**src/include/play_defines.svh**
```systemverilog
`ifndef PLAY_DEFINES_SVH
`define PLAY_DEFINES_SVH

// Note word layout
`define NOTE_W 9
`define KEY_W 7

// Step length in prog_clk cycles, shortened for simulation
`define STEP_CYCLES 8

// Steps per countdown digit
`define DIGIT_STEPS 2

// Earlier steps kept for late hits
`define HIST_DEPTH 3

// Points per judgement
`define PTS_PERFECT 4
`define PTS_GOOD 2
`define PTS_LATE 1

// Running score width
`define SCORE_W 14

`endif

```
**src/display_pkg.sv**
```systemverilog
package display_pkg;

    // Bit 0 octave lamp, bits 7..1 key lamps with C on bit 7
    typedef logic [7:0] led_pattern_t;

    // Octave mark shown next to the digit
    typedef enum logic [1:0] {
        OCT_NONE,
        OCT_UP,
        OCT_DOWN
    } seg_oct_e;

    // Digit 1..7 for C..B, 0 blanks the display
    typedef struct packed {
        seg_oct_e   octave;
        logic [3:0] digit;
    } seg_code_t;

endpackage

```
**src/note_pkg.sv**
```systemverilog
`include "play_defines.svh"

package note_pkg;

    // One note as the player sees it, C is keys[0]
    typedef struct packed {
        logic              oct_down;
        logic              oct_up;
        logic [`KEY_W-1:0] keys;
    } note_fields_t;

    // Judge compares raw words, display side decodes the fields
    typedef union packed {
        logic [`NOTE_W-1:0] raw;
        note_fields_t       fields;
    } note_word_u;

    // Timing grade of one step
    typedef enum logic [1:0] {
        MISS,
        LATE,
        GOOD,
        PERFECT
    } judge_e;

endpackage

```
**src/note_feed.sv**
```systemverilog
`timescale 1ns/100ps

module note_feed (
    input  logic                 prog_clk,
    input  logic                 rst,
    input  logic                 step,
    input  logic                 auto_play,
    input  logic                 chart_valid,
    input  note_pkg::note_word_u chart_note,
    input  logic                 chart_last,
    input  note_pkg::note_word_u keys,
    output logic                 chart_ready,
    output logic                 cur_valid,
    output note_pkg::note_word_u cur_note,
    output note_pkg::note_word_u cur_keys,
    output logic                 cur_last
);
    logic chart_ended;

    // One note per step, none after the last one
    assign chart_ready = step & ~chart_ended;
    assign cur_valid   = chart_ready & chart_valid;

    // Data is taken by the judge register on the transfer edge
    assign cur_note = chart_note;
    assign cur_last = chart_last;

    // Auto-play presses exactly what the chart asks for
    always_comb begin
        if (auto_play) begin
            cur_keys = chart_note;
        end else begin
            cur_keys = keys;
        end
    end

    // Chart end tracking
    always_ff @(posedge prog_clk or posedge rst) begin
        if (rst) begin
            chart_ended <= 1'b0;
        end else if (cur_valid && chart_last) begin
            chart_ended <= 1'b1;
        end
    end

endmodule

```
**src/play_chart_top.sv**
```systemverilog
`timescale 1ns/100ps
`include "play_defines.svh"

module play_chart_top (
    input  logic                      prog_clk,
    input  logic                      rst,
    input  logic                      auto_play,
    input  note_pkg::note_word_u      keys,
    input  logic                      chart_valid,
    output logic                      chart_ready,
    input  note_pkg::note_word_u      chart_note,
    input  logic                      chart_last,
    output logic                      result_valid,
    input  logic                      result_ready,
    output note_pkg::note_word_u      result_note,
    output display_pkg::led_pattern_t result_led,
    output display_pkg::seg_code_t    result_seg,
    output logic [`SCORE_W-1:0]       result_score,
    output logic                      result_last,
    output logic [1:0]                count_digit,
    output logic                      playing
);
    logic                 step;
    logic                 slot_free;
    logic                 done;
    logic                 cur_valid;
    logic                 cur_last;
    note_pkg::note_word_u cur_note;
    note_pkg::note_word_u cur_keys;
    logic                 judged_valid;
    logic                 judged_last;
    note_pkg::note_word_u judged_note;
    logic [`SCORE_W-1:0]  judged_score;

    step_timer u_step_timer (
        .prog_clk    (prog_clk),
        .rst         (rst),
        .slot_free   (slot_free),
        .done        (done),
        .step        (step),
        .count_digit (count_digit),
        .playing     (playing)
    );

    note_feed u_note_feed (
        .prog_clk    (prog_clk),
        .rst         (rst),
        .step        (step),
        .auto_play   (auto_play),
        .chart_valid (chart_valid),
        .chart_note  (chart_note),
        .chart_last  (chart_last),
        .keys        (keys),
        .chart_ready (chart_ready),
        .cur_valid   (cur_valid),
        .cur_note    (cur_note),
        .cur_keys    (cur_keys),
        .cur_last    (cur_last)
    );

    timing_judge u_timing_judge (
        .prog_clk     (prog_clk),
        .rst          (rst),
        .cur_valid    (cur_valid),
        .cur_last     (cur_last),
        .cur_note     (cur_note),
        .cur_keys     (cur_keys),
        .judged_valid (judged_valid),
        .judged_last  (judged_last),
        .judged_note  (judged_note),
        .judged_score (judged_score)
    );

    result_out u_result_out (
        .prog_clk     (prog_clk),
        .rst          (rst),
        .judged_valid (judged_valid),
        .judged_last  (judged_last),
        .judged_note  (judged_note),
        .judged_score (judged_score),
        .result_ready (result_ready),
        .result_valid (result_valid),
        .result_note  (result_note),
        .result_led   (result_led),
        .result_seg   (result_seg),
        .result_score (result_score),
        .result_last  (result_last),
        .slot_free    (slot_free),
        .done         (done)
    );

endmodule

```
**src/result_out.sv**
```systemverilog
`timescale 1ns/100ps
`include "play_defines.svh"

module result_out (
    input  logic                      prog_clk,
    input  logic                      rst,
    input  logic                      judged_valid,
    input  logic                      judged_last,
    input  note_pkg::note_word_u      judged_note,
    input  logic [`SCORE_W-1:0]       judged_score,
    input  logic                      result_ready,
    output logic                      result_valid,
    output note_pkg::note_word_u      result_note,
    output display_pkg::led_pattern_t result_led,
    output display_pkg::seg_code_t    result_seg,
    output logic [`SCORE_W-1:0]       result_score,
    output logic                      result_last,
    output logic                      slot_free,
    output logic                      done
);
    display_pkg::led_pattern_t led_next;
    display_pkg::seg_code_t    seg_next;
    logic                      one_key;
    logic                      oct_ok;

    assign one_key = $onehot(judged_note.fields.keys);
    assign oct_ok  = ~(judged_note.fields.oct_up & judged_note.fields.oct_down);

    // LED lamps, key order reversed so C lands on bit 7
    always_comb begin
        led_next    = '0;
        led_next[0] = judged_note.fields.oct_up | judged_note.fields.oct_down;
        if (one_key) begin
            for (int i = 0; i < `KEY_W; i++) begin
                led_next[7-i] = judged_note.fields.keys[i];
            end
        end
    end

    // Segment code, whole display blank for chords and rests
    always_comb begin
        seg_next = '0;
        if (one_key && oct_ok) begin
            for (int i = 0; i < `KEY_W; i++) begin
                if (judged_note.fields.keys[i]) begin
                    seg_next.digit = 4'(i + 1);
                end
            end
            if (judged_note.fields.oct_up) begin
                seg_next.octave = display_pkg::OCT_UP;
            end else if (judged_note.fields.oct_down) begin
                seg_next.octave = display_pkg::OCT_DOWN;
            end
        end
    end

    // One result slot, only loaded while empty
    always_ff @(posedge prog_clk or posedge rst) begin
        if (rst) begin
            result_valid <= 1'b0;
        end else if (judged_valid) begin
            result_valid <= 1'b1;
        end else if (result_ready) begin
            result_valid <= 1'b0;
        end
    end

    always_ff @(posedge prog_clk) begin
        if (judged_valid) begin
            result_note  <= judged_note;
            result_led   <= led_next;
            result_seg   <= seg_next;
            result_score <= judged_score;
            result_last  <= judged_last;
        end
    end

    // Room for a new step only with nothing held and nothing on the way
    assign slot_free = ~(result_valid | judged_valid);
    assign done      = result_valid & result_ready & result_last;

endmodule

```
**src/step_timer.sv**
```systemverilog
`timescale 1ns/100ps
`include "play_defines.svh"

module step_timer (
    input  logic       prog_clk,
    input  logic       rst,
    input  logic       slot_free,
    input  logic       done,
    output logic       step,
    output logic [1:0] count_digit,
    output logic       playing
);
    localparam int PRE_W = $clog2(`STEP_CYCLES);
    localparam int DIG_W = $clog2(`DIGIT_STEPS + 1);

    logic [PRE_W-1:0] pre_cnt;
    logic [DIG_W-1:0] dig_cnt;
    logic             tick;
    logic             pending;
    logic             finished;

    // Free running step prescaler
    assign tick = (pre_cnt == PRE_W'(`STEP_CYCLES - 1));

    always_ff @(posedge prog_clk or posedge rst) begin
        if (rst) begin
            pre_cnt <= '0;
        end else if (tick) begin
            pre_cnt <= '0;
        end else begin
            pre_cnt <= pre_cnt + 1'b1;
        end
    end

    // A due step waits until the output side has room
    assign step = playing & slot_free & (tick | pending);

    always_ff @(posedge prog_clk or posedge rst) begin
        if (rst) begin
            dig_cnt     <= '0;
            count_digit <= 2'd3;
            playing     <= 1'b0;
            finished    <= 1'b0;
            pending     <= 1'b0;
        end else if (playing) begin
            if (done) begin
                playing  <= 1'b0;
                finished <= 1'b1;
                pending  <= 1'b0;
            end else begin
                pending <= (pending | tick) & ~slot_free;
            end
        end else if (!finished && tick) begin
            // Countdown 3, 2, 1, 0, then play
            if (dig_cnt == DIG_W'(`DIGIT_STEPS - 1)) begin
                dig_cnt <= '0;
                if (count_digit == 2'd0) begin
                    playing <= 1'b1;
                end else begin
                    count_digit <= count_digit - 2'd1;
                end
            end else begin
                dig_cnt <= dig_cnt + 1'b1;
            end
        end
    end

endmodule

```
**src/timing_judge.sv**
```systemverilog
`timescale 1ns/100ps
`include "play_defines.svh"

module timing_judge (
    input  logic                 prog_clk,
    input  logic                 rst,
    input  logic                 cur_valid,
    input  logic                 cur_last,
    input  note_pkg::note_word_u cur_note,
    input  note_pkg::note_word_u cur_keys,
    output logic                 judged_valid,
    output logic                 judged_last,
    output note_pkg::note_word_u judged_note,
    output logic [`SCORE_W-1:0]  judged_score
);
    // hist[0] is one step back
    note_pkg::note_word_u hist [`HIST_DEPTH];
    note_pkg::judge_e     grade;
    logic [`SCORE_W-1:0]  points;

    // First matching rule wins, rests never score
    always_comb begin
        if (cur_note.raw == '0) begin
            grade = note_pkg::MISS;
        end else if (cur_note.raw == cur_keys.raw || cur_note.raw == hist[0].raw) begin
            grade = note_pkg::PERFECT;
        end else if (cur_note.raw == hist[1].raw) begin
            grade = note_pkg::GOOD;
        end else if (cur_note.raw == hist[2].raw) begin
            grade = note_pkg::LATE;
        end else begin
            grade = note_pkg::MISS;
        end
    end

    always_comb begin
        case (grade)
            note_pkg::PERFECT: points = `SCORE_W'(`PTS_PERFECT);
            note_pkg::GOOD:    points = `SCORE_W'(`PTS_GOOD);
            note_pkg::LATE:    points = `SCORE_W'(`PTS_LATE);
            default:           points = '0;
        endcase
    end

    // Key history and running score
    always_ff @(posedge prog_clk or posedge rst) begin
        if (rst) begin
            for (int i = 0; i < `HIST_DEPTH; i++) begin
                hist[i] <= '0;
            end
            judged_valid <= 1'b0;
            judged_score <= '0;
        end else begin
            judged_valid <= cur_valid;
            if (cur_valid) begin
                hist[0] <= cur_keys;
                for (int i = 1; i < `HIST_DEPTH; i++) begin
                    hist[i] <= hist[i-1];
                end
                judged_score <= judged_score + points;
            end
        end
    end

    // Played note and end flag ride along with the score
    always_ff @(posedge prog_clk) begin
        if (cur_valid) begin
            judged_note <= cur_keys;
            judged_last <= cur_last;
        end
    end

endmodule

```
**config.mk**
```make
export PLATFORM = sky130hd
export DESIGN_NAME = play_chart_top
export DESIGN_NICKNAME = d
export VERILOG_FILES = /design/src/display_pkg.sv /design/src/note_pkg.sv /design/src/note_feed.sv /design/src/play_chart_top.sv /design/src/result_out.sv /design/src/step_timer.sv /design/src/timing_judge.sv
export VERILOG_INCLUDE_DIRS = /design/src /design/src/include
export SDC_FILE = /design/constraint.sdc
export NUM_CORES = 1
export LEC_CHECK = 0
export ABC_AREA = 1
export CAP_MARGIN = 20
export CELL_PAD_IN_SITES_DETAIL_PLACEMENT = 0
export CELL_PAD_IN_SITES_GLOBAL_PLACEMENT = 1
export CORE_ASPECT_RATIO = 1.2
export CORE_UTILIZATION = 40
export DETAILED_ROUTE_END_ITERATION = 16
export DONT_BUFFER_PORTS = 1
export PLACE_DENSITY = 0.69
export SETUP_SLACK_MARGIN = 0.1
export SLEW_MARGIN = 15
export SYNTH_ARGS = -nofsm -noshare
export SYNTH_HDL_FRONTEND = slang
export SYNTH_SLANG_ARGS = --single-unit
export TNS_END_PERCENT = 1
```
**constraint.sdc**
```tcl
create_clock -name prog_clk -period 5 [get_ports prog_clk]
set_input_delay 0.25 -clock prog_clk [delete_from_list [all_inputs] [get_ports prog_clk]]
set_output_delay 0.25 -clock prog_clk [all_outputs]
set_load 0.03 [all_outputs]
```
Word-level counts from Yosys, hierarchy flattened --
Index checks and enable logic that the tools add are counted.
Word-level totals: bits of input ports 24, output and inout port bits 43, register bits 102
Cells by class: muxes and demuxes 25, equal/unequal tests 10, reduce and logical (&&, ||, !) cells 13, bitwise operators 17, add/subtract/negate cells 10
Operators with widths (number):
- 9-bit == test | 4
- 3-bit two-way mux | 5
- 14-bit by 3-bit adder with 14-bit output | 1
- 2-bit two-way mux | 7
- 1-bit two-way mux | 11
- 9-bit zero test | 1
- 9-bit two-way mux | 1
- 3-bit one-hot mux with 3 select lines | 1
- 1-bit bitwise AND | 8
- 7-bit OR reduction | 1
- 1-bit by 1-bit adder with 2-bit output | 3
- 3-bit adder | 2
- 1-bit inverter | 6
- 2-bit by 1-bit == test with 1-bit output (second input constant) | 2
- 2-bit == test (second input constant) | 2
- 2-bit AND reduction | 2
- 4-bit AND reduction | 1
- 3-bit by 1-bit adder with 3-bit output | 1
- 3-bit by 1-bit adder with 3-bit output (second input constant) | 1
- 3-bit by 1-bit == test with 1-bit output (second input constant) | 1
- 3-bit == test (second input constant) | 1
- 1-bit logical AND | 3
- 1-bit OR | 3
- 2-bit by 1-bit adder with 2-bit output (second input constant) | 1
- other kinds (6) | 6

Logic depth before layout (Yosys ltp) --
depth in word-level cells 8, mapped depth 22, mapped depth without buffers 21

Modules after synthesis --
A second synthesis with hierarchy kept.
Second synthesis, totals: cell total of the unflattened synthesis 523, area total of the unflattened synthesis 4878.4 um^2
Modules (own cells, without submodules):
- timing_judge | area an instance 2692.6 um^2, instances 1, seq. area each 1351.3 um^2, cells an instance 333
- result_out | area an instance 1457.6 um^2, instances 1, seq. area each 1136.1 um^2, cells an instance 91
- step_timer | area an instance 457.9 um^2, instances 1, seq. area each 252.7 um^2, cells an instance 52
- note_feed | area an instance 270.3 um^2, instances 1, seq. area each 25.0 um^2, cells an instance 47

Worst setup path after synthesis --
Ideal clock, no wire load.
path type register to register, start point register u_timing_judge.judged_note[0] (netlist name), end point register, netlist name u_result_out.result_seg[1], cell stages (with the launch flop) 11, slack 2458 ps, arrival time 2270 ps, clock period less this slack 2542 ps, cells stage by stage edfxtp_1 ha_1 inv_1 fa_1 ha_1 inv_1 fa_1 o21a_1 and3_1 o21ai_0 a31oi_1
On the way: cells in the longest elaborated chain, start to end 5
Ends and longest elaborated chain:
- from (decl) | line timing_judge.sv:13 | output note_pkg::note_word_u judged_note,
- from (signal assigned) | line timing_judge.sv:68 | judged_note <= cur_keys;
- 1-bit by 1-bit adder with 2-bit output (implied by the code) | line result_out.sv:26 | assign one_key = $onehot(judged_note.fields.keys);
- 3-bit adder (implied by the code) (2 in series) | line result_out.sv:26
- 3-bit by 1-bit == test with 1-bit output | line result_out.sv:26
- 1-bit logical AND | line result_out.sv:43 | if (one_key && oct_ok) begin
Every way passes these cells. A chain may end at the register's enable or synchronous reset.

Worst setup path after layout --
start point register u_timing_judge.judged_valid, end point register u_timing_judge.judged_score[7]
On the way: cells in the longest elaborated chain, start to end 6
Ends and longest elaborated chain:
- from (decl) | line timing_judge.sv:11 | output logic judged_valid,
- from (signal assigned) | line timing_judge.sv:54 | judged_valid <= cur_valid;
- 1-bit OR | line result_out.sv:79 | assign slot_free = ~(result_valid | judged_valid);
- 1-bit inverter | line result_out.sv:79
- 1-bit bitwise AND (2 in series) | line step_timer.sv:36 | assign step = playing & slot_free & (tick | pending);
- 1-bit bitwise AND | line note_feed.sv:21 | assign chart_ready = step & ~chart_ended;
- named net chart_ready | line play_chart_top.sv:10 | output logic chart_ready,
- 1-bit bitwise AND | line note_feed.sv:22 | assign cur_valid = chart_ready & chart_valid;
- to (signal assigned) | line timing_judge.sv:60 | judged_score <= judged_score + points;
- to (decl) | line timing_judge.sv:14 | output logic [`SCORE_W-1:0] judged_score
The timed path passes the listed nets, and every way through them passes these cells.

==> flow_summary.toml <==
[placed_design]
place_hpwl_mm = 7.102
globalplace.congestion = 0.8484
pre_cts_slack_ns = 2.031
port_buffers = 0

[logic_synthesis]
synth_edf_count = 47
ys_dominant_reg_cell = "sky130_fd_sc_hd__dfrtp_1"
yosys_warning_count = 0
synth-async-reset-ratio = 0.5347
yosys_register_bits = 101
mappedNetlistArea_um2 = 4816
synth_largest_area_cell = "sky130_fd_sc_hd__edfxtp_1"
synthesized_nets = 551
synth.top_cell.area_share = 0.2931
average_instance_area_after_synthesis_um2 = 9.406
synthTopCellsByCount = "sky130_fd_sc_hd__nand2_1, sky130_fd_sc_hd__inv_1, sky130_fd_sc_hd__dfrtp_1"
synthesis.instances = 512
synthMostInstantiatedCell = "sky130_fd_sc_hd__nand2_1"
synth.distinct_cells = 34
ys_seq_area_frac = 0.5742
netlist_top_cells_area = "sky130_fd_sc_hd__edfxtp_1, sky130_fd_sc_hd__dfrtp_1, sky130_fd_sc_hd__nand2_1"

[worst_setup_path]
crit-reg2reg-capture = "u_timing_judge.judged_score[7]$_DFFE_PP0P_"
crit-reg2reg-launch = "u_timing_judge.judged_valid$_DFF_PP0_"
timing.critical_path.required_ns = 5.23
worst_reg_to_reg_cells = 8
worst-setup-path-type = "reg -> reg"
worst_setup_path_end_kind = "flop"
startpoint = "u_timing_judge.judged_valid$_DFF_PP0_"
cp_data_arrival_time_ns = 3.17
start_kind = "flop"
worstPathMaxFanout = 44
timing.critical_path.to = "u_timing_judge.judged_score[7]$_DFFE_PP0P_"
timing.reg2reg.setup_slack_ns = 2.05

[routing]
drt_drc_violations_left = 0
routed_via_density = 4.767
drt_pre_antenna_iters = 4
wl_per_cell_um = 14.74
dr_total_vias = 3218
postRouteWirelength_mm = 9.948
drt_iter0_drc = 113
ant_nets = 0

[timing]
hold_ws_ns = 0.007043
timing.final.hold_violations = 0
fin_crit_sh = 0.5898
fin_skew_ns = 0.01193
finalSetupTns_ns = 0
timing.final.max_slew_violations = 0
max_freq_ghz = 0.3391
unrepaired_setup_endpoints_after_global_routing = "false"
tmin_final_ns = 2.949
final_ws_setup_ns = 2.051
max_slew.worst_pin.slew_ns = 0.7527
max_slew_margin = 0.4982
finalSetupViolCount = 0

[clock_network]
max-clock-path-buffers = 2
cts.clk_slew.worst_paths_ns = 0.07
cts_sink_cnt = 101
clk-insertion-delay-late_ns = 0.34
number_of_h_tree_branching_levels = 3
clock-root-buffer = "sky130_fd_sc_hd__clkbuf_16"
tritoncts = "done"
post_cts.repair.setup_buffers = 0
cts_made_buffers = 9

[grt]
grt_first_pass_wirelength_mm = 16.28
grt.overflow.total = 0
grt_max_degree = 55
grt_use_total = 0.1742
antenna_found_initial = 0
via_count_of_the_first_global_routing_pass = 3239

[layout]
finish.net_count = 552
antennaDiodeCount = 0
area_growth_from_synthesis_to_final_layout_pct = 8.678
post_route_cells_drive_above_1_share = 0.05212

[min_path]
hold_class = "in -> async"

[power]
peakVddDrop_v = 0.0001546
power.density_cell_area_nw_per_um2 = 372.3
total_leakage_power_nw = 2.380

[run]
drv_cap = 0

[die]
row_count = 43
core_footprint_um2 = 11620
die-area_um2 = 12480
die_w_um = 102.2
initial_core_util = 0.4144
die_height_um = 122.2
ioPinCount = 67

[outcome]
run_status = "completed"
## logic make-up (layout without fill, tap and decap cells)
group | count (synthesis) | after routing | synth area share
compound gates | 59 | 59 | 0.06495
other cells | 1 | 1 | 0.0007787
simple gates | 225 | 225 | 0.1982
flops | 101 | 101 | 0.5742
buf+inv | 88 | 94 | 0.07482
xor+xnor | 23 | 23 | 0.04183
fa+ha+maj | 15 | 15 | 0.04521
## critical path, stage by stage, from the launching register on
cell                      delay [ns]
sky130_fd_sc_hd__dfrtp_1        0.36
sky130_fd_sc_hd__buf_4          0.27
sky130_fd_sc_hd__inv_1          0.12
sky130_fd_sc_hd__nand2_1        0.11
sky130_fd_sc_hd__nor3_4         0.45
sky130_fd_sc_hd__nand2_4        0.40
sky130_fd_sc_hd__inv_2          0.69
sky130_fd_sc_hd__nand4_1        0.21
sky130_fd_sc_hd__xor2_1         0.20
## placed cells by master (no fill, tap or decap), drive strengths merged
master	count
a21oi	3
a22o	1
a31o	1
a31oi	2
and3	2
buf	2
clkbuf	10
clkinv	2
clkinvlp	2
conb	1
dfrtp	52
dfstp	2
dlygate4sd3	1
edfxtp	47
fa	4
ha	11
inv	77
nand2	140
nand3	28
nand3b	1
nand4	9
nor2	38
nor3	7
o21a	2
o21ai	48
o22ai	2
xnor2	9
xor2	14
## worst min path at each step
stage | to | slack, ns | depth (start not counted)
5_1_grt | u_result_out.result_valid$_DFFE_PP0P_ | 0.02 | 1
3_5_place_dp | u_timing_judge.judged_last$_DFFE_PP_ | 0.35 | 0
3_3_place_gp | u_timing_judge.judged_last$_DFFE_PP_ | 0.35 | 0
6_report | u_timing_judge.hist[24]$_DFFE_PP0P_ | 0.007 | 2
4_1_cts | u_timing_judge.hist[24]$_DFFE_PP0P_ | 0.02 | 2
2_1_floorplan | u_timing_judge.judged_last$_DFFE_PP_ | 0.35 | 0
## cell type report
type	count	area (µm²)
Tap cell	157	196.4
Fill cell	1161	6387
Clock buffer	10	229.0
Sequential cell	101	2765
Clock inverter	6	46.29
Multi-Input combinational cell	323	1690
Timing Repair Buffer	3	25.02
Inverter	75	281.5
## layer usage
layer	track usage	routed length, µm	up-vias
met5	0	0	-
met4	0.08125	211	0
met3	0.03729	460	15
met2	0.2798	4661	70
met1	0.2234	4615	1490
li1	-	-	1643
## sequential cells by signal, summed over array words and instances (netlist names)
| register | cells |
|---|---|
| u_result_out.result_note | 9 |
| u_result_out.result_last | 1 |
| u_result_out.result_led | 8 |
| u_step_timer.finished | 1 |
| u_result_out.result_seg | 5 |
| u_result_out.result_valid | 1 |
| u_timing_judge.judged_note | 9 |
| u_timing_judge.judged_last | 1 |
| u_step_timer.count_digit | 2 |
| u_step_timer.pending | 1 |
| u_timing_judge.judged_score | 14 |
| u_step_timer.pre_cnt | 3 |
| u_step_timer.dig_cnt | 2 |
| u_result_out.result_score | 14 |
| u_note_feed.chart_ended | 1 |
| u_timing_judge.judged_valid | 1 |
| u_step_timer.playing | 1 |
| u_timing_judge.hist | 27 |
## power by group
part	switching [W]	total [W]	internal, W
logic	0.000132	0.000221	0.0000886
registers	0.000108	0.00107	0.000966
clock network	0.000311	0.000654	0.000342
total	0.000552	0.00195	0.00140
## through the flow
stage                     cell area (µm²)  utilization  total power (W)  instances
after floorplan                      4816            -         0.001252        512
after global placement               4949       0.4258         0.001310        658
after detailed placement             4949       0.4258         0.001312        658
after CTS                            5234       0.4504         0.001971        675
after global routing                 5234       0.4504         0.002044        675
final                                5234       0.4504         0.001949        675
## repair_timing
| action | in CTS | in global routing |
|---|---|---|
| hold endpoints to repair | 1 | 0 |
| hold buffers | 1 | 0 |
| resized for setup | 0 | 0 |
No activity file was read; power rests on OpenSTA's default activity.
